===== src/common/gcn_pkg.sv =====
package gcn_pkg;

    ////////////////////
    // sizes
    ////////////////////
    localparam int NUM_NODES   = 6;
    localparam int NUM_EDGES   = 6;   // edge slots in coo list
    localparam int NUM_FEATS   = 8;   // feature columns == weight rows
    localparam int NUM_CLASSES = 3;

    localparam int DATA_W    = 5;     // unsigned feature / weight element
    localparam int AGG_W     = 8;     // 6 * 31 fits
    localparam int ACC_W     = 16;    // 8 * 186 * 31 fits
    localparam int NODE_ID_W = 3;     // id 0 means no edge
    localparam int ADDR_W    = 3;
    localparam int CLASS_W   = 2;

    ////////////////////
    // data types
    ////////////////////
    typedef logic [NODE_ID_W-1:0] node_id_t;

    // used for both source and destination lists
    typedef node_id_t [NUM_EDGES-1:0] edge_list_t;

    typedef logic [NUM_NODES-1:0][DATA_W-1:0]   feat_col_t;   // one column, one element per node
    typedef logic [NUM_CLASSES-1:0][DATA_W-1:0] weight_row_t;

    // row i holds the neighbours of node i
    typedef logic [NUM_NODES-1:0][NUM_NODES-1:0] adj_mat_t;

    typedef logic [NUM_NODES-1:0][AGG_W-1:0]   agg_vec_t;
    typedef logic [NUM_NODES-1:0][CLASS_W-1:0] class_vec_t;

    // run sequence of the controller
    typedef enum logic [2:0] {
        IDLE,
        LOAD,     // sample edge lists
        ADJ,      // one edge per cycle
        STREAM,   // memory reads
        DRAIN,    // wait for the class choice
        FINISH
    } ctrl_state_e;

endpackage


===== src/common/feat_stream_if.sv =====
// aggregated node vectors plus the matching weight row
interface feat_stream_if;

    logic                 valid;   // no ready, every beat is taken
    logic                 last;    // beat of the final feature column
    gcn_pkg::agg_vec_t    agg;
    gcn_pkg::weight_row_t weight;

    modport src (
        output valid,
        output last,
        output agg,
        output weight
    );

    modport dst (
        input valid,
        input last,
        input agg,
        input weight
    );

endinterface


===== src/gcn/gcn_ctrl.sv =====
module gcn_ctrl (
    input  logic                       clk,
    input  logic                       rst_n,
    input  logic                       start,
    input  logic                       adj_done,
    input  logic                       result_valid,
    output logic                       load,
    output logic                       adj_en,
    output logic                       mem_re,
    output logic [gcn_pkg::ADDR_W-1:0] mem_addr,
    output logic                       done
);

    gcn_pkg::ctrl_state_e       state;
    gcn_pkg::ctrl_state_e       state_nxt;
    logic [gcn_pkg::ADDR_W-1:0] addr;      // feature column k and weight row k
    logic                       addr_last;

    assign addr_last = (addr == gcn_pkg::ADDR_W'(gcn_pkg::NUM_FEATS - 1));

    ////////////////////
    // state register
    ////////////////////
    always_ff @(posedge clk or negedge rst_n) begin
        if (!rst_n) begin
            state <= gcn_pkg::IDLE;
            addr  <= '0;
        end else begin
            state <= state_nxt;
            if (state == gcn_pkg::STREAM) begin
                addr <= addr_last ? '0 : addr + 1'b1;
            end
        end
    end

    always_comb begin
        state_nxt = state;
        case (state)
            gcn_pkg::IDLE:   if (start) state_nxt = gcn_pkg::LOAD;
            gcn_pkg::LOAD:   state_nxt = gcn_pkg::ADJ;
            gcn_pkg::ADJ:    if (adj_done) state_nxt = gcn_pkg::STREAM;   // last edge this cycle
            gcn_pkg::STREAM: if (addr_last) state_nxt = gcn_pkg::DRAIN;
            gcn_pkg::DRAIN:  if (result_valid) state_nxt = gcn_pkg::FINISH;
            gcn_pkg::FINISH: state_nxt = gcn_pkg::IDLE;
            default:         state_nxt = gcn_pkg::IDLE;
        endcase
    end

    ////////////////////
    // outputs
    ////////////////////
    assign load     = (state == gcn_pkg::LOAD);
    assign adj_en   = (state == gcn_pkg::ADJ);
    assign mem_re   = (state == gcn_pkg::STREAM);
    assign mem_addr = addr;
    assign done     = (state == gcn_pkg::FINISH);   // single cycle, back to idle after

    // address rests at column 0 between read bursts
    a_re_in_stream: assert property (
        @(posedge clk) disable iff (!rst_n)
        !mem_re |-> mem_addr == '0
    );

    a_done_pulse: assert property (
        @(posedge clk) disable iff (!rst_n)
        done |=> !done
    );

endmodule


===== src/gcn/adj_builder.sv =====
module adj_builder (
    input  logic                clk,
    input  logic                rst_n,
    input  logic                load,
    input  logic                adj_en,
    input  gcn_pkg::edge_list_t edge_src,
    input  gcn_pkg::edge_list_t edge_dst,
    output logic                adj_done,
    output gcn_pkg::adj_mat_t   adj_mat
);

    gcn_pkg::edge_list_t                      src_q;
    gcn_pkg::edge_list_t                      dst_q;
    logic [$clog2(gcn_pkg::NUM_EDGES)-1:0]    edge_idx;
    gcn_pkg::node_id_t                        cur_src;
    gcn_pkg::node_id_t                        cur_dst;
    logic                                     edge_ok;

    assign cur_src = src_q[edge_idx];
    assign cur_dst = dst_q[edge_idx];

    // zero id, id past the last node and self loops are dropped
    assign edge_ok = (cur_src != '0) && (cur_src <= gcn_pkg::NUM_NODES) &&
                     (cur_dst != '0) && (cur_dst <= gcn_pkg::NUM_NODES) &&
                     (cur_src != cur_dst);

    assign adj_done = adj_en && (edge_idx == gcn_pkg::NUM_EDGES - 1);

    always_ff @(posedge clk) begin
        if (load) begin
            src_q <= edge_src;
            dst_q <= edge_dst;
        end
    end

    always_ff @(posedge clk or negedge rst_n) begin
        if (!rst_n) begin
            adj_mat  <= '0;
            edge_idx <= '0;
        end else if (load) begin
            adj_mat  <= '0;
            edge_idx <= '0;
        end else if (adj_en) begin
            edge_idx <= edge_idx + 1'b1;
            if (edge_ok) begin
                adj_mat[cur_src - 1'b1][cur_dst - 1'b1] <= 1'b1;   // duplicates just set again
                adj_mat[cur_dst - 1'b1][cur_src - 1'b1] <= 1'b1;
            end
        end
    end

    for (genvar i = 0; i < gcn_pkg::NUM_NODES; i++) begin : g_sym_row
        for (genvar j = i + 1; j < gcn_pkg::NUM_NODES; j++) begin : g_sym_col
            a_symmetric: assert property (
                @(posedge clk) disable iff (!rst_n)
                adj_mat[i][j] == adj_mat[j][i]
            );
        end
    end

endmodule


===== src/gcn/feat_aggregator.sv =====
module feat_aggregator (
    input  logic                       clk,
    input  logic                       rst_n,
    input  logic                       mem_re,
    input  logic [gcn_pkg::ADDR_W-1:0] mem_addr,
    input  gcn_pkg::feat_col_t         feat_data,
    input  gcn_pkg::weight_row_t       weight_data,
    input  gcn_pkg::adj_mat_t          adj_mat,
    feat_stream_if.src                 stream
);

    logic               data_valid;   // memory data present this cycle
    logic               data_last;
    gcn_pkg::agg_vec_t  sum;

    ////////////////////
    // request -> data
    ////////////////////
    always_ff @(posedge clk or negedge rst_n) begin
        if (!rst_n) begin
            data_valid <= 1'b0;
            data_last  <= 1'b0;
        end else begin
            data_valid <= mem_re;
            data_last  <= mem_re && (mem_addr == gcn_pkg::ADDR_W'(gcn_pkg::NUM_FEATS - 1));
        end
    end

    // neighbour sum of the current column, per node
    always_comb begin
        for (int i = 0; i < gcn_pkg::NUM_NODES; i++) begin
            sum[i] = '0;
            for (int j = 0; j < gcn_pkg::NUM_NODES; j++) begin
                if (adj_mat[i][j]) sum[i] = sum[i] + gcn_pkg::AGG_W'(feat_data[j]);
            end
        end
    end

    ////////////////////
    // output beat
    ////////////////////
    always_ff @(posedge clk or negedge rst_n) begin
        if (!rst_n) begin
            stream.valid <= 1'b0;
            stream.last  <= 1'b0;
        end else begin
            stream.valid <= data_valid;
            stream.last  <= data_last;
        end
    end

    always_ff @(posedge clk) begin
        if (data_valid) begin
            stream.agg    <= sum;
            stream.weight <= weight_data;   // weight row k stays with column k
        end
    end

endmodule


===== src/gcn/feat_transform.sv =====
module feat_transform (
    input  logic                clk,
    input  logic                rst_n,
    feat_stream_if.dst          stream,
    output logic                result_valid,
    output gcn_pkg::class_vec_t y
);

    logic [gcn_pkg::NUM_NODES-1:0][gcn_pkg::NUM_CLASSES-1:0][gcn_pkg::ACC_W-1:0] scores;
    logic                last_d;     // scores are final in this cycle
    gcn_pkg::class_vec_t best_idx;

    ////////////////////
    // multiply-accumulate
    ////////////////////
    always_ff @(posedge clk or negedge rst_n) begin
        if (!rst_n) begin
            scores <= '0;
            last_d <= 1'b0;
        end else begin
            last_d <= stream.valid && stream.last;
            if (last_d) begin
                scores <= '0;   // ready for the next run
            end else if (stream.valid) begin
                for (int n = 0; n < gcn_pkg::NUM_NODES; n++) begin
                    for (int c = 0; c < gcn_pkg::NUM_CLASSES; c++) begin
                        scores[n][c] <= scores[n][c] + stream.agg[n] * stream.weight[c];
                    end
                end
            end
        end
    end

    // argmax per node, strict compare keeps the lower index on a tie
    always_comb begin : pick_class
        logic [gcn_pkg::ACC_W-1:0] best_score;
        for (int n = 0; n < gcn_pkg::NUM_NODES; n++) begin
            best_score  = scores[n][0];
            best_idx[n] = '0;
            for (int c = 1; c < gcn_pkg::NUM_CLASSES; c++) begin
                if (scores[n][c] > best_score) begin
                    best_score  = scores[n][c];
                    best_idx[n] = gcn_pkg::CLASS_W'(c);
                end
            end
        end
    end

    ////////////////////
    // result
    ////////////////////
    always_ff @(posedge clk or negedge rst_n) begin
        if (!rst_n) begin
            y            <= '0;
            result_valid <= 1'b0;
        end else begin
            result_valid <= last_d;
            if (last_d) y <= best_idx;   // held until the next run
        end
    end

    // scores are cleared in the cycle after last, no beat may land there
    a_gap_after_last: assert property (
        @(posedge clk) disable iff (!rst_n)
        (stream.valid && stream.last) |=> !stream.valid [*2]
    );

endmodule


===== src/gcn/gcn_top.sv =====
module gcn_top (
    input  logic                          clk,
    input  logic                          rst_n,
    input  logic                          start,
    input  gcn_pkg::edge_list_t           edge_src,
    input  gcn_pkg::edge_list_t           edge_dst,
    input  gcn_pkg::feat_col_t            feat_data,
    input  gcn_pkg::weight_row_t          weight_data,
    output logic                          mem_re,
    output logic [gcn_pkg::ADDR_W-1:0]    mem_addr,
    output gcn_pkg::class_vec_t           y,
    output logic                          done
);

    logic              load;
    logic              adj_en;
    logic              adj_done;
    logic              result_valid;
    gcn_pkg::adj_mat_t adj_mat;

    feat_stream_if stream_if ();   // aggregator -> transform

    gcn_ctrl u_ctrl (
        .clk          (clk),
        .rst_n        (rst_n),
        .start        (start),
        .adj_done     (adj_done),
        .result_valid (result_valid),
        .load         (load),
        .adj_en       (adj_en),
        .mem_re       (mem_re),
        .mem_addr     (mem_addr),
        .done         (done)
    );

    adj_builder u_adj (
        .clk      (clk),
        .rst_n    (rst_n),
        .load     (load),
        .adj_en   (adj_en),
        .edge_src (edge_src),
        .edge_dst (edge_dst),
        .adj_done (adj_done),
        .adj_mat  (adj_mat)
    );

    feat_aggregator u_agg (
        .clk         (clk),
        .rst_n       (rst_n),
        .mem_re      (mem_re),
        .mem_addr    (mem_addr),
        .feat_data   (feat_data),
        .weight_data (weight_data),
        .adj_mat     (adj_mat),
        .stream      (stream_if)
    );

    feat_transform u_xform (
        .clk          (clk),
        .rst_n        (rst_n),
        .stream       (stream_if),
        .result_valid (result_valid),
        .y            (y)
    );

endmodule


===== config.mk =====
export PLATFORM = sky130hd
export DESIGN_NAME = gcn_top
export DESIGN_NICKNAME = d
export VERILOG_FILES = /design/src/common/gcn_pkg.sv /design/src/common/feat_stream_if.sv /design/src/gcn/gcn_ctrl.sv /design/src/gcn/adj_builder.sv /design/src/gcn/feat_aggregator.sv /design/src/gcn/feat_transform.sv /design/src/gcn/gcn_top.sv
export SDC_FILE = /design/constraint.sdc
export NUM_CORES = 2
export LEC_CHECK = 0
export BUFFER_PORTS_ARGS = -buffer_cell sky130_fd_sc_hd__buf_2
export CAP_MARGIN = 30
export CELL_PAD_IN_SITES_DETAIL_PLACEMENT = 0
export CELL_PAD_IN_SITES_GLOBAL_PLACEMENT = 1
export CORE_ASPECT_RATIO = 2
export CORE_MARGIN = 2
export CORE_UTILIZATION = 45
export CTS_BUF_LIST = sky130_fd_sc_hd__clkbuf_4 sky130_fd_sc_hd__clkbuf_8 sky130_fd_sc_hd__clkbuf_16
export DETAILED_ROUTE_END_ITERATION = 10
export PLACE_DENSITY_LB_ADDON = 0.3
export SLEW_MARGIN = 0
export SYNTH_ARGS = -nofsm -noshare
export SYNTH_HDL_FRONTEND = slang
export SYNTH_SLANG_ARGS = --single-unit

===== constraint.sdc =====
create_clock -name clk -period 7.7 [get_ports clk]
set_clock_uncertainty 0.15 [all_clocks]
set_input_delay 1.155 -clock clk [delete_from_list [all_inputs] [get_ports clk]]
set_output_delay 1.155 -clock clk [all_outputs]
set_load 0.02 [all_outputs]

Yosys cells after proc, flatten, opt, wreduce, memory -nomap -nowiden
Index checks and enable logic that the tools add are counted.
- bits in registers: 450
- input bits: 84
- output and inout port bits: 17
- word-level logic and storage cells: 259
- add/sub/neg operators: 52
- multiply operators: 18
- order comparisons: 19
- eq/ne operators: 12
- muxes and demuxes: 79
- bitwise logic cells: 2
- reduce and logical (&&, ||, !) cells: 17
- operators by type and width (kind ; count):
    $mux 288 ; 2
    $add 16x13->16 ; 18
    $mux 8 ; 30
    $mul 8x5->13 ; 18
    $add 8x5->8 ; 24
    $gt 16x16->1 ; 12
    $mux 36 ; 3
    $mux 16 ; 6
    $or 36x36->36 ; 2
    $add 5x5->6 ; 6
    $demux 6 s3 ; 2
    $mux 5 ; 6
    $mux 3 ; 9
    $bmux 3 s3 ; 2
    $pmux 3 s5 ; 1
    $eq 3x3->1 const B ; 4
    $lt 3x4->1 const B ; 3
    $mux 2 ; 6
    $mux 6 ; 2
    $logic_and 1x1->1 ; 9
    $mux 1 ; 8
    $add 3x1->3 const B ; 2
    $demux 1 s3 ; 2
    $eq 3x2->1 const B ; 2
    other kinds (12) ; 20

Logic depth before layout (Yosys ltp)
- word-level depth: 14
- depth in mapped cells: 33
- mapped depth without buffers: 30

By module
A second synthesis with hierarchy kept.
- cell total of the unflattened synthesis: 6672
- area total of the unflattened synthesis: 61031.0 µm²
- modules (own cells, without submodules) (module ; times used ; cells each ; area an instance (µm²) ; seq. area each (µm²)):
    feat_transform ; 1 ; 5063 ; 45937.8 ; 7557.2
    feat_aggregator ; 1 ; 1307 ; 11283.3 ; 1991.9
    adj_builder ; 1 ; 275 ; 3452.1 ; 2057.0
    gcn_ctrl ; 1 ; 27 ; 357.8 ; 150.1

Worst setup path before layout
No wires, ideal clock.
- path type: input to register
- start: input feat_data[1] (netlist name)
- end: register u_agg.stream.agg[15] (data pin)
- setup time: 0.267 ns
- data arrival time: 6.174 ns
- required time: 7.283 ns
- slack: 1.109 ns
- stages on the path: 29
- buffers on the path: 3
- path through: buf_2 > buf_6 > buf_2 > nand2_1 > xnor2_1 > ha_1 > a21oi_1 > xnor2_1 > a21oi_1 > a31o_2 > ha_1 > a21oi_1 > xnor2_1 > mux2_2 > ha_1 > o21ai_0 > nor2_1 > o21ai_0 > o21a_1 > ha_1 > xnor2_1 > mux2_2 > ha_1 > nor2b_1 > o21a_1 > o21ai_0 > inv_1 > o311ai_1 > xor2_1
- RTL lines (element ; line ; text):
    from (decl) ; gcn_top.sv:7 ; input gcn_pkg::feat_col_t feat_data,
    to (signal assigned) ; feat_aggregator.sv:54 ; stream.agg <= sum;
    to (decl) ; feat_stream_if.sv:12 ; output agg,

==> Implementation_results.wiki <==
{| class="wikitable"
! Metric !! Value
|-
| Shortest period the worst path allows || 6.500 ns
|-
| Net count after synthesis || 8,046
|-
| Instance count of the mapped netlist || 6,656
|-
| Layout cell share with drive strength beyond 1 || approximately 6.2%
|-
| Wire length of the first global-routing pass || about 280 mm
|-
| Maximum frequency from static timing analysis || approximately 0.15 GHz
|-
| Classification of the worst-slack hold path || reg -> reg
|-
| Max-slew violation count || 0
|-
| Path type of the worst setup path || in -> reg
|-
| Post-Synthesis Mean Instance Area || 8.999 um^2
|-
| Last weighted congestion value of the routability-driven placer || about 0.9
|-
| Worst flop-to-flop path endpoint || u_agg.stream.agg[31]
|-
| Longest individual stage delay on the worst path || 0.43 ns
|-
| Reported max-cap violation count || 0
|-
| Worst slew slack as a fraction of its limit || 27.68%
|-
| Buffers plus inverters on the worst setup path || 2
|-
| Post CTS Setup Buffer Count || 0
|-
| Post-CTS Resized || 0
|-
| Aggregate negative setup slack || 0 ns
|-
| First-pass DRT Iterations || 7
|-
| Outcome || finished, final reports clean
|-
| Commonest register cell after synthesis || sky130_fd_sc_hd__dfrtp_1
|-
| Number of buffers added to fix hold violations after cts || 0
|-
| Largest net degree at the start of global routing || between 100 and 150
|-
| Clock sink count || 450
|-
| Clk Latency, worst-skew pair || 0.68 ns
|-
| Startpoint class of the critical path || primary input
|-
| Worst-case clock buffer depth || 3
|-
| Initial antenna violation count || 3
|-
| CTS tree || yes
|-
| Rows || 189
|-
| FF-to-FF path depth || 28
|-
| Number of input and output port buffers inserted || 100
|-
| H-Tree Depth || 2
|-
| Wire length after detailed routing || 177.8 mm
|-
| Via count of the first global-routing pass || 51,480
|-
| Chip Width || roughly 260 um
|-
| Ys async rst share || 78.00%
|-
| Largest delay share family, worst path || compound AO/OA/AOI/OAI gates
|-
| Number of enable flip-flop cells after synthesis || 99
|-
| Sequential cell area fraction in the yosys report || between 10% and 20%
|-
| Total setup violations reported at the end of the flow || 0
|-
| Die Area || 0.1362 mm^2
|-
| Floorplan core area || 0.1324 mm^2
|-
| Total number of yosys warnings || 0
|-
| Setup slack of the most critical reg-to-reg path || approximately 1.5 ns
|-
| Element type at the critical path end || register
|-
| Initial Utilization || 45.23%
|-
| RSZ-0062 raised after global routing || false
|-
| Post-DP HPWL || 134.5 mm
|-
| Tightest hold margin || 0.2302 ns
|-
| Global-route congestion overflow total || 0
|-
| Ports placed on the boundary || 101
|-
| Synth unique cells || 83
|-
| Area overhead of the layout relative to synthesis || 6.837%
|-
| DRC viols || 0
|-
| Net count reported at finish || 7,987
|-
| Count of cell instances traversed by the critical path || 27
|-
| Capturing element of the worst setup path || u_agg.stream.agg[15]
|-
| Arrival time reported for the critical path endpoint || 6.75 ns
|-
| Highest net fanout along the worst path || 25
|-
| Cell Area, Synth || 0.05990 mm^2
|-
| Remaining antenna violation count || 0
|-
| Detail-routed via count per cell || 5.753
|-
| CP max stage cell || sky130_fd_sc_hd__buf_2
|-
| Post-route clock period utilization || 84.42%
|-
| Crit Reg-Reg Startpoint || u_adj.adj_mat[18]
|-
| Slew at the pin closest to its max-slew limit || between 1 and 1.5 ns
|-
| Cell occurring most often along the worst timing path || sky130_fd_sc_hd__ha_1
|-
| Endpoint required time on the critical path || 7.95 ns
|-
| Number of hold violations in the final report || 0
|-
| Chip height || 520.0 um
|-
| Mean routed wirelength per cell || around 21 um
|-
| DRT iter0 DRCs || 2,205
|-
| Startpoint of the worst setup timing path || feat_data[1]
|-
| Clock slew at the register clock pins of the worst setup and hold paths || 0.07 ns
|-
| Clock tree root driver cell || sky130_fd_sc_hd__clkbuf_16
|-
| Number of register bits inferred by synthesis || 450
|-
| Inserted Clock Buffers || 53
|-
| Via count of the routed design || 48,110
|-
| Global router's overall resource usage || 26.80%
|}
[cell families after synthesis]
group | share of synthesized area, %
adder cells (fa/ha/maj) | 34.14
XOR/XNOR | 3.649
AO/OA/AOI/OAI | 14.15
buffers and inverters | 6.540
flip-flops | 19.63
multiplexers | 5.947
AND/OR/NAND/NOR | 15.94
[metrics by stage]
stage               setup WS (ns)  cell area, um^2  utilization (%)  instances
CTS                         1.286            63990            48.32       8360
finish                      1.200            63990            48.32       8362
global placement           0.6121            62090            46.89       8260
detailed placement         0.5490            62120            46.91       8261
floorplan                   1.109            59900                -       6656
global route               0.7205            63990            48.32       8361
[cell usage after synthesis, drive strengths merged, types with 51 or more instances]
| master | count | share of area (%) |
|---|---|---|
| ha | 760 | 16 |
| inv | 748 | 4.7 |
| nand2 | 632 | 4.0 |
| fa | 546 | 18 |
| nor2 | 445 | 2.8 |
| and2 | 385 | 4.0 |
| dfrtp | 351 | 15 |
| a21oi | 316 | 2.6 |
| o21ai | 236 | 2.0 |
| clkbuf | 232 | 1.5 |
| mux2i | 231 | 3.9 |
| xnor2 | 180 | 2.6 |
| a21o | 138 | 1.7 |
| o21a | 134 | 1.7 |
| nand3 | 132 | 1.1 |
| nor2b | 126 | 1.3 |
| nor3 | 107 | 0.89 |
| edfxtp | 99 | 5.0 |
| mux2 | 99 | 1.9 |
| xor2 | 67 | 0.98 |
| a211oi | 66 | 0.84 |
| o22ai | 53 | 0.55 |
| o211ai | 51 | 0.64 |
[registers in the layout, indices dropped and copies added, names as in the netlist]
signal                count
u_adj.src_q              18
u_agg.data_last           1
u_ctrl.mem_addr           3
u_adj.edge_idx            3
u_ctrl.state              3
u_xform.last_d            1
u_agg.stream.agg         48
u_agg.stream.valid        1
u_agg.stream.last         1
u_agg.data_valid          1
u_agg.stream.weight      15
u_xform.y                12
u_xform.scores          288
u_adj.dst_q              18
u_xform.result_valid      1
u_adj.adj_mat            36
[worst min-delay path by stage]
stage / start / depth (start not counted) / end
after floorplan: u_agg.data_last / 0 / u_agg.stream.last
after global placement: u_agg.data_last / 0 / u_agg.stream.last
after detailed placement: u_agg.data_last / 0 / u_agg.stream.last
after CTS: rst_n / 1 / u_xform.scores[205]
after global routing: u_agg.data_last / 0 / u_agg.stream.last
final: u_agg.data_last / 0 / u_agg.stream.last
[layout by cell type (no fill, tap or decap), types with 134 or more instances in the layout]
cell / count
sky130_fd_sc_hd__mux2i_1: 231
sky130_fd_sc_hd__a21o_1: 138
sky130_fd_sc_hd__dfrtp_1: 348
sky130_fd_sc_hd__xnor2_1: 180
sky130_fd_sc_hd__o21ai_0: 233
sky130_fd_sc_hd__inv_1: 746
sky130_fd_sc_hd__nand2_1: 630
sky130_fd_sc_hd__and2_1: 384
sky130_fd_sc_hd__a21oi_1: 314
sky130_fd_sc_hd__fa_1: 546
sky130_fd_sc_hd__o21a_1: 134
sky130_fd_sc_hd__nor2_1: 442
sky130_fd_sc_hd__ha_1: 760
[layout make-up]
cell class / count / area [um^2]
Inverter: 751 / 2821
Clock inverter: 31 / 361.6
Tap cell: 1719 / 2151
Multi-Input combinational cell: 5174 / 44270
Timing Repair Buffer: 167 / 1109
Fill cell: 12810 / 68440
Clock buffer: 68 / 1506
Antenna cell: 2 / 5.005
Sequential cell: 450 / 11770
[layer usage]
metal  up-vias  track usage, %  wire length, um
met5         -               0                0
met4         0           15.13            11720
met3       453           2.169             5020
li1      22540               -                -
met2       996           51.30            96830
met1     24120           28.22            64280
Power is left out: the tool's default activity adds up to more than one toggle a clock period on the data nets, which glitch-free logic cannot reach.
